<file path="src/mrd_pkg.sv">
package mrd_pkg;

	// sample and accumulator widths
	parameter int SAMPLE_W  = 18;           // one real or imaginary sample
	parameter int ACC_W     = SAMPLE_W + 2; // room for a sum of four samples
	parameter int NUM_LANES = 4;            // complex lanes per strobe

	// worst-case word growth per mode, in bits
	parameter logic [1:0] GROWTH_R4 = 2'd3;
	parameter logic [1:0] GROWTH_R2 = 2'd2;

	// butterfly mode, travels with every item
	typedef enum logic {
		RADIX_2 = 1'b0, // two independent 2-point butterflies
		RADIX_4 = 1'b1  // one 4-point DFT
	} radix_e;

	// complex sample at the port width
	typedef struct packed {
		logic signed [SAMPLE_W-1:0] re;
		logic signed [SAMPLE_W-1:0] im;
	} cplx_t;

	// complex value at the internal width
	typedef struct packed {
		logic signed [ACC_W-1:0] re;
		logic signed [ACC_W-1:0] im;
	} cplx_acc_t;

	// per-item mode fields, copied forward through every stage
	typedef struct packed {
		radix_e     radix;
		logic       inverse; // 1 selects the inverse transform
		logic [3:0] exp;     // incoming block exponent
		logic [1:0] margin;  // headroom already present in the input
	} bfly_ctrl_t;

	typedef struct packed {
		cplx_t [NUM_LANES-1:0] lane;
		bfly_ctrl_t            ctrl;
	} bfly_in_t;

	// common stage-to-stage register format
	typedef struct packed {
		cplx_acc_t [NUM_LANES-1:0] lane;
		bfly_ctrl_t                ctrl;
	} stage_t;

	typedef struct packed {
		cplx_t [NUM_LANES-1:0] lane;
		logic [3:0]            exp; // outgoing block exponent
	} bfly_out_t;

endpackage

</file>
<file path="src/mrd_input_stage.sv">
`timescale 1ns/10ps

module mrd_input_stage (
	input  logic              clk,
	input  logic              rst_n,
	input  logic              in_val_i,
	input  mrd_pkg::bfly_in_t din_i,
	output logic              s1_val_o,
	output mrd_pkg::stage_t   s1_o
);
	import mrd_pkg::*;

	// operands of the two first-level butterflies
	cplx_t pa0;
	cplx_t pa1;
	cplx_t pb0;
	cplx_t pb1;

	stage_t s1_d; // next register contents

	// widened complex sum
	function automatic cplx_acc_t cadd(
		input cplx_t a,
		input cplx_t b
	);
		cplx_acc_t r;
		r.re = ACC_W'(a.re) + ACC_W'(b.re);
		r.im = ACC_W'(a.im) + ACC_W'(b.im);
		return r;
	endfunction

	// widened complex difference
	function automatic cplx_acc_t csub(
		input cplx_t a,
		input cplx_t b
	);
		cplx_acc_t r;
		r.re = ACC_W'(a.re) - ACC_W'(b.re);
		r.im = ACC_W'(a.im) - ACC_W'(b.im);
		return r;
	endfunction

	// lane pairing depends on the mode of this item
	always_comb begin
		pa0 = din_i.lane[0];
		pb1 = din_i.lane[3];
		if (din_i.ctrl.radix == RADIX_4) begin
			pa1 = din_i.lane[2]; // even samples 0 and 2
			pb0 = din_i.lane[1]; // odd samples 1 and 3
		end else begin
			pa1 = din_i.lane[1]; // first 2-point pair
			pb0 = din_i.lane[2]; // second 2-point pair
		end
	end

	// lanes out are sum a, sum b, diff a, diff b
	always_comb begin
		s1_d.lane[0] = cadd(pa0, pa1);
		s1_d.lane[1] = cadd(pb0, pb1);
		s1_d.lane[2] = csub(pa0, pa1);
		s1_d.lane[3] = csub(pb0, pb1);
		s1_d.ctrl    = din_i.ctrl;
	end

	always_ff @(posedge clk) begin
		if (!rst_n) begin
			s1_val_o <= 1'b0;
		end else begin
			s1_val_o <= in_val_i;
		end
	end

	// payload only moves on a strobe
	always_ff @(posedge clk) begin
		if (in_val_i) begin
			s1_o <= s1_d;
		end
	end

endmodule

</file>
<file path="src/mrd_combine_stage.sv">
`timescale 1ns/10ps

module mrd_combine_stage (
	input  logic            clk,
	input  logic            rst_n,
	input  logic            s1_val_i,
	input  mrd_pkg::stage_t s1_i,
	output logic            s2_val_o,
	output mrd_pkg::stage_t s2_o
);
	import mrd_pkg::*;

	cplx_acc_t sum_a;
	cplx_acc_t sum_b;
	cplx_acc_t dif_a;
	cplx_acc_t dif_b;
	cplx_acc_t rot_b; // dif_b times -j, or +j for the inverse

	stage_t s2_d;

	function automatic cplx_acc_t cadd(
		input cplx_acc_t a,
		input cplx_acc_t b
	);
		cplx_acc_t r;
		r.re = a.re + b.re;
		r.im = a.im + b.im;
		return r;
	endfunction

	function automatic cplx_acc_t csub(
		input cplx_acc_t a,
		input cplx_acc_t b
	);
		cplx_acc_t r;
		r.re = a.re - b.re;
		r.im = a.im - b.im;
		return r;
	endfunction

	assign sum_a = s1_i.lane[0];
	assign sum_b = s1_i.lane[1];
	assign dif_a = s1_i.lane[2];
	assign dif_b = s1_i.lane[3];

	// multiply by +-j is a swap of re and im plus one negation
	always_comb begin
		if (s1_i.ctrl.inverse) begin
			rot_b.re = -dif_b.im; // +j * b
			rot_b.im =  dif_b.re;
		end else begin
			rot_b.re =  dif_b.im; // -j * b
			rot_b.im = -dif_b.re;
		end
	end

	// radix-4 lanes out: X0, X2, X1, X3
	always_comb begin
		if (s1_i.ctrl.radix == RADIX_4) begin
			s2_d.lane[0] = cadd(sum_a, sum_b);
			s2_d.lane[1] = csub(sum_a, sum_b);
			s2_d.lane[2] = cadd(dif_a, rot_b);
			s2_d.lane[3] = csub(dif_a, rot_b);
		end else begin
			s2_d.lane = s1_i.lane; // 2-point results are already complete
		end
		s2_d.ctrl = s1_i.ctrl;
	end

	always_ff @(posedge clk) begin
		if (!rst_n) begin
			s2_val_o <= 1'b0;
		end else begin
			s2_val_o <= s1_val_i;
		end
	end

	always_ff @(posedge clk) begin
		if (s1_val_i) begin
			s2_o <= s2_d;
		end
	end

endmodule

</file>
<file path="src/mrd_scale_stage.sv">
`timescale 1ns/10ps

module mrd_scale_stage (
	input  logic               clk,
	input  logic               rst_n,
	input  logic               s2_val_i,
	input  mrd_pkg::stage_t    s2_i,
	output logic               out_val_o,
	output mrd_pkg::bfly_out_t dout_o
);
	import mrd_pkg::*;

	// source lane for each output lane
	// same map for both modes given the combine stage lane layout
	localparam int OUT_SEL [NUM_LANES] = '{0, 2, 1, 3};

	logic [1:0] growth; // worst case for this item's mode
	logic [1:0] wg;     // applied shift

	cplx_t [NUM_LANES-1:0] lane_d;
	cplx_t [NUM_LANES-1:0] lane_q;
	logic [3:0]            exp_q;

	// arithmetic shift right by sh, round half up, wrap to SAMPLE_W
	function automatic logic signed [SAMPLE_W-1:0] round_shift(
		input logic signed [ACC_W-1:0] v,
		input logic [1:0]              sh
	);
		logic signed [ACC_W:0] ext;
		logic signed [ACC_W:0] q;
		ext = {v, 1'b0};  // one guard bit below the lsb
		ext = ext >>> sh; // guard bit now holds the half weight
		q   = (ext >>> 1) + $signed({{ACC_W{1'b0}}, ext[0]});
		return q[SAMPLE_W-1:0];
	endfunction

	function automatic cplx_t round_cplx(
		input cplx_acc_t  v,
		input logic [1:0] sh
	);
		cplx_t r;
		r.re = round_shift(v.re, sh);
		r.im = round_shift(v.im, sh);
		return r;
	endfunction

	always_comb begin
		growth = (s2_i.ctrl.radix == RADIX_4) ? GROWTH_R4 : GROWTH_R2;
		// margin covers part of the growth, never a left shift
		if (growth >= s2_i.ctrl.margin) begin
			wg = growth - s2_i.ctrl.margin;
		end else begin
			wg = 2'd0;
		end
	end

	// natural output order
	always_comb begin
		for (int k = 0; k < NUM_LANES; k++) begin
			lane_d[k] = round_cplx(s2_i.lane[OUT_SEL[k]], wg);
		end
	end

	always_ff @(posedge clk) begin
		if (!rst_n) begin
			out_val_o <= 1'b0;
			exp_q     <= 4'd0;
		end else begin
			out_val_o <= s2_val_i;
			if (s2_val_i) begin
				exp_q <= s2_i.ctrl.exp + {2'b00, wg}; // wraps at 16
			end
		end
	end

	// results held until the next strobe
	always_ff @(posedge clk) begin
		if (s2_val_i) begin
			lane_q <= lane_d;
		end
	end

	assign dout_o.lane = lane_q;
	assign dout_o.exp  = exp_q;

endmodule

</file>
<file path="src/mrd_butterfly.sv">
`timescale 1ns/10ps

module mrd_butterfly (
	input  logic               clk,
	input  logic               rst_n,
	input  logic               in_val_i,
	input  mrd_pkg::bfly_in_t  din_i,
	output logic               out_val_o,
	output mrd_pkg::bfly_out_t dout_o
);
	import mrd_pkg::*;

	// first-level sums and differences
	logic   s1_val;
	stage_t s1;

	// finished butterfly values at full width
	logic   s2_val;
	stage_t s2;

	// stage 1, lane pairing and first butterfly level
	mrd_input_stage i_mrd_input_stage (
		.clk      (clk),
		.rst_n    (rst_n),
		.in_val_i (in_val_i),
		.din_i    (din_i),
		.s1_val_o (s1_val),
		.s1_o     (s1)
	);

	// stage 2, second level with the j rotation
	mrd_combine_stage i_mrd_combine_stage (
		.clk      (clk),
		.rst_n    (rst_n),
		.s1_val_i (s1_val),
		.s1_i     (s1),
		.s2_val_o (s2_val),
		.s2_o     (s2)
	);

	// stage 3, growth shift, rounding and exponent
	mrd_scale_stage i_mrd_scale_stage (
		.clk       (clk),
		.rst_n     (rst_n),
		.s2_val_i  (s2_val),
		.s2_i      (s2),
		.out_val_o (out_val_o),
		.dout_o    (dout_o)
	);

endmodule

</file>
<file path="config.mk">
export PLATFORM = sky130hd
export DESIGN_NAME = mrd_butterfly
export DESIGN_NICKNAME = d
export VERILOG_FILES = /design/src/mrd_pkg.sv /design/src/mrd_input_stage.sv /design/src/mrd_combine_stage.sv /design/src/mrd_scale_stage.sv /design/src/mrd_butterfly.sv
export SDC_FILE = /design/constraint.sdc
export NUM_CORES = 1
export LEC_CHECK = 0
export BUFFER_PORTS_ARGS = -buffer_cell sky130_fd_sc_hd__buf_2
export CORE_ASPECT_RATIO = 1.4
export CORE_UTILIZATION = 60
export DETAILED_ROUTE_END_ITERATION = 6
export PLACE_DENSITY = 0.8
export SYNTH_ARGS = -nofsm -noshare
export SYNTH_HDL_FRONTEND = slang
export SYNTH_SLANG_ARGS = --single-unit
</file>
<file path="constraint.sdc">
create_clock -name clk -period 5.2 [get_ports clk]
set_input_delay 0.52 -clock clk [delete_from_list [all_inputs] [get_ports clk]]
set_output_delay 0.52 -clock clk [all_outputs]
set_load 0.005 [all_outputs]
</file>
==> results_tabular.tex <==
\begin{tabular}{lr}
\hline
Metric & Value \\
\hline
\multicolumn{2}{l}{\textbf{Synthesis}} \\
Main area contributors after synthesis & sky130\_fd\_sc\_hd\_\_edfxtp\_1 (35\%), sky130\_fd\_sc\_hd\_\_ha\_1 (10\%), sky130\_fd\_sc\_hd\_\_xnor2\_1 (5.9\%) \\
Async SR Flop Fraction & 0 \\
Seq/Total Area, Yosys & 0.350 \\
Fraction of the mapped netlist area in compound gates & 0.179 \\
Fraction of the mapped netlist area in adder cells & 0.111 \\
Yosys warnings & 0 \\
Share of the synthesized area in the top cell type & 0.347 \\
Most frequently used flop master after synthesis & sky130\_fd\_sc\_hd\_\_edfxtp\_1 \\
Distinct cell type count after synthesis & 113 \\
Combinational family with the most area after synthesis & compound AO/OA/AOI/OAI gates \\
Multiplexer share of the synthesized area & 0.0817 \\
Gate count after technology mapping & 4240 \\
Area share of xor/xnor cells in the synthesized design & 0.0842 \\
\#FFs+latches synth & 474 \\
Simple-gate share of the synthesized area & 0.137 \\
Largest area contributor in the synthesized netlist & sky130\_fd\_sc\_hd\_\_edfxtp\_1 \\
Post-Synthesis Net Count & between 4000 and 5000 \\
EDFF count, synth & 467 \\
Mean cell area of the mapped netlist & 9.54 um\^{}2 \\
Netlist area before placement & 40500 um\^{}2 \\
\multicolumn{2}{l}{\textbf{Worst setup path}} \\
Largest stage delay on the critical path & 0.51 ns \\
Critical path's top delay family & compound AO/OA/AOI/OAI gates \\
Total buffers and inverters traversed by the critical path & 4 \\
Reg-to-Reg Start & i\_mrd\_combine\_stage.s2\_o[7] \\
Cell repeated most along the worst path & sky130\_fd\_sc\_hd\_\_inv\_1 \\
WP depth & 15 \\
Origin of the worst setup path & i\_mrd\_combine\_stage.s2\_o[7] \\
Crit path max-delay cell type & sky130\_fd\_sc\_hd\_\_inv\_1 \\
Reg2reg end & i\_mrd\_scale\_stage.dout\_o[147] \\
Crit Path Class & flip-flop to flip-flop \\
CP arrival & 4.61 ns \\
Endpoint type of the worst setup path & flip-flop \\
Critical Path Source Type & flip-flop \\
Crit Path Max Fanout & between 40 and 50 \\
Worst reg-to-reg setup slack & between 0.9 and 1 ns \\
Reg2Reg Depth & 15 \\
CP required & 5.54 ns \\
Critical Path Sink & i\_mrd\_scale\_stage.dout\_o[147] \\
Cells along the critical path & inv\_1, ha\_2, ha\_2, inv\_1, nand2\_8, buf\_4, o21ai\_0, ha\_1, inv\_1, a21oi\_1, o211ai\_2, a2111oi\_4, nand3b\_1, xor2\_1, mux2i\_1 \\
\multicolumn{2}{l}{\textbf{STA}} \\
Total setup violations reported at the end of the flow & 0 \\
Sum of negative setup slack & 0 ns \\
Number of hold-slack violations in the final timing report & 0 \\
Tcrit/Tclk final & 0.820 \\
Relative slew slack & 0.179 \\
Unrepaired setup endpoints after global routing & false \\
Final setup skew & 0.0297 ns \\
Transition at the pin with the smallest max-transition slack & between 1 and 1.5 ns \\
Final critical-path required period & 4.26 ns \\
F\_max & 0.235 GHz \\
Final count of pins violating max slew & 0 \\
\multicolumn{2}{l}{\textbf{CTS}} \\
TritonCTS Buffers & 47 \\
Clock slew at reported path FFs & about 0.060 ns \\
CTS resizes & 0 \\
TritonCTS clock tree & built \\
Maximum root-to-sink buffer count & 3 \\
Clock root cell & sky130\_fd\_sc\_hd\_\_clkbuf\_16 \\
Buffers inserted during post-CTS setup optimization & 0 \\
Post-cts hold buffer count & 0 \\
H-tree depth & 2 \\
Clock latency at the later pin of the worst-skew pair & 0.63 ns \\
\# clock sinks & 474 \\
\multicolumn{2}{l}{\textbf{Placement}} \\
Weighted congestion at the end of routability-driven global placement & 1.02 \\
Number of port buffers & 303 \\
HPWL after DPL & roughly 87000 um \\
Standard cell area after detailed placement & 42200 um\^{}2 \\
\multicolumn{2}{l}{\textbf{Global route}} \\
First-pass GRT wire length & between 150000 and 200000 um \\
Global-route usage over all layers & 0.315 \\
Maximum number of pins on one net before global-route repair & 169 \\
Number of antenna violations at the first check in global routing & 2 \\
Vias in the first global route & 30745 \\
GR Overflow Total & 0 \\
\multicolumn{2}{l}{\textbf{Routing}} \\
Number of vias per cell after detailed routing & 6.22 \\
Number of routed nets with antenna violations & 0 \\
DRC violation total after the first TritonRoute iteration & 2804 \\
Wirelength per Cell & 20.9 um \\
DRC violation count after routing & 0 \\
Total via count in the routed design & 32902 \\
DRT Wirelength & approximately 110000 um \\
Count of TritonRoute iterations in the first routing pass & 6 \\
\multicolumn{2}{l}{\textbf{Min path}} \\
Hold WC Path Type & input pin to flip-flop \\
Worst Hold Depth & 1 \\
\multicolumn{2}{l}{\textbf{Floorplanning}} \\
Die area & 68500 um\^{}2 \\
Top-level I/O count & 304 \\
Starting density of the core & 0.607 \\
Std-Cell Rows & around 110 \\
Horizontal die dimension & between 200 and 250 um \\
Y dimension of the die & $\sim$300 um \\
Core Footprint & 66700 um\^{}2 \\
\multicolumn{2}{l}{\textbf{Outcome}} \\
Status & completed \\
\multicolumn{2}{l}{\textbf{Layout}} \\
Ant diodes & 0 \\
Post-route standard cell area excluding fillers & 43900 um\^{}2 \\
Commonest cells after routing, fill and taps aside & sky130\_fd\_sc\_hd\_\_edfxtp\_1 (467), sky130\_fd\_sc\_hd\_\_a21oi\_1 (382), sky130\_fd\_sc\_hd\_\_nor2\_1 (357), sky130\_fd\_sc\_hd\_\_ha\_1 (329), sky130\_fd\_sc\_hd\_\_inv\_1 (315) \\
Most common cell after layout, fill and taps aside & sky130\_fd\_sc\_hd\_\_edfxtp\_1 \\
Fraction of layout cells with a size suffix above 1 & 0.140 \\
Final nets & 4905 \\
Area added between synthesis and finish & 8.39\% \\
\multicolumn{2}{l}{\textbf{Job}} \\
Number of maximum-capacitance violations & 0 \\
\multicolumn{2}{l}{\textbf{Pwr}} \\
Static Leakage & $\sim$0.018 uW \\
Total power per unit cell area & 396 nW/um\^{}2 \\
Largest voltage drop on the vdd net & 0.230 mV \\
\hline
\end{tabular}
[worst register-to-register path, cell delays in order, from the launching register on]
cell and delay, ns:
sky130_fd_sc_hd__edfxtp_1 0.37, sky130_fd_sc_hd__inv_1 0.07, sky130_fd_sc_hd__ha_2 0.17, sky130_fd_sc_hd__ha_2 0.27, sky130_fd_sc_hd__inv_1 0.52, sky130_fd_sc_hd__nand2_8 0.37
sky130_fd_sc_hd__buf_4 0.37, sky130_fd_sc_hd__o21ai_0 0.27, sky130_fd_sc_hd__ha_1 0.24, sky130_fd_sc_hd__inv_1 0.07, sky130_fd_sc_hd__a21oi_1 0.21, sky130_fd_sc_hd__o211ai_2 0.22
sky130_fd_sc_hd__a2111oi_4 0.45, sky130_fd_sc_hd__nand3b_1 0.14, sky130_fd_sc_hd__xor2_1 0.16, sky130_fd_sc_hd__mux2i_1 0.09
[sequential cells by signal, indices dropped and copies added (netlist names)]
register and count:
i_mrd_scale_stage.out_val_o 1, i_mrd_scale_stage.dout_o 144, i_mrd_input_stage.s1_o 156, i_mrd_input_stage.s1_val_o 1
i_mrd_combine_stage.s2_val_o 1, i_mrd_combine_stage.s2_o 167, i_mrd_scale_stage.exp_q 4
[worst min-delay path by stage]
| stage | from | end | slack, ns |
|---|---|---|---|
| final | din_i[0] | i_mrd_input_stage.s1_o[0] | 0.07 |
| after global routing | din_i[4] | i_mrd_input_stage.s1_o[4] | 0.06 |
| after CTS | din_i[0] | i_mrd_input_stage.s1_o[0] | 0.04 |
| after detailed placement | i_mrd_input_stage.s1_o[4] | i_mrd_combine_stage.s2_o[4] | 0.41 |
| after global placement | i_mrd_input_stage.s1_o[4] | i_mrd_combine_stage.s2_o[4] | 0.41 |
| after floorplan | i_mrd_input_stage.s1_o[0] | i_mrd_combine_stage.s2_o[0] | 0.40 |
[routing by layer]
layer,global-route usage,up-vias,routed length (um)
met3,0.0351,211,8720
met5,0,-,10
met1,0.428,15570,46500
met4,0.109,2,3720
met2,0.526,1489,51600
li1,-,15630,-
[power by group]
part	internal (uW)	switching, uW	total (uW)
combinational	3290	4740	8030
clock	2010	1530	3540
sequential	5120	673	5790
total	10400	6950	17400
[synthesized netlist by cell type (57+ instances only)]
| cell type | number |
|---|---|
| sky130_fd_sc_hd__mux2_2 | 83 |
| sky130_fd_sc_hd__nand2_1 | 281 |
| sky130_fd_sc_hd__mux2i_1 | 114 |
| sky130_fd_sc_hd__nor2_1 | 357 |
| sky130_fd_sc_hd__edfxtp_1 | 467 |
| sky130_fd_sc_hd__o21a_1 | 63 |
| sky130_fd_sc_hd__a21oi_1 | 382 |
| sky130_fd_sc_hd__inv_1 | 315 |
| sky130_fd_sc_hd__nor3_1 | 90 |
| sky130_fd_sc_hd__clkbuf_1 | 120 |
| sky130_fd_sc_hd__nand2b_1 | 60 |
| sky130_fd_sc_hd__xnor2_1 | 271 |
| sky130_fd_sc_hd__ha_1 | 331 |
| sky130_fd_sc_hd__a21o_1 | 57 |
| sky130_fd_sc_hd__xor2_1 | 118 |
| sky130_fd_sc_hd__o21ai_0 | 201 |
| sky130_fd_sc_hd__nand3_1 | 63 |
[final cells by class]
| cell class | count | area, um^2 |
|---|---|---|
| clock buffer | 58 | 1300 |
| sequential | 474 | 14200 |
| fill | 5477 | 22900 |
| clock inverter | 25 | 303 |
| inverter | 320 | 1210 |
| timing repair buffer | 331 | 1810 |
| multi-input combinational | 3228 | 24000 |
| tap | 855 | 1070 |
[cells by family (layout without fill, tap and decap cells)]
| logic type | after synthesis | after routing |
|---|---|---|
| XOR/XNOR | 389 | 389 |
| buffers and inverters | 538 | 734 |
| multiplexers | 252 | 252 |
| AO/OA/AOI/OAI | 1111 | 1111 |
| AND/OR/NAND/NOR | 1128 | 1128 |
| flip-flops | 474 | 474 |
| adder cells (fa/ha/maj) | 348 | 348 |
[stage by stage]
step	util	worst slack (ns)	cells	power (uW)	hold slack (ns)
final	0.657	0.936	5291	17400	0.0732
after global routing	0.657	0.627	5291	18300	0.0562
after CTS	0.657	1.00	5291	17200	0.0412
after detailed placement	0.633	1.02	5208	13700	0.408
after global placement	0.633	1.10	5208	13600	0.408
after floorplan	-	0.716	4240	11500	0.400
Note: power is estimated with default switching activity, not from simulation.
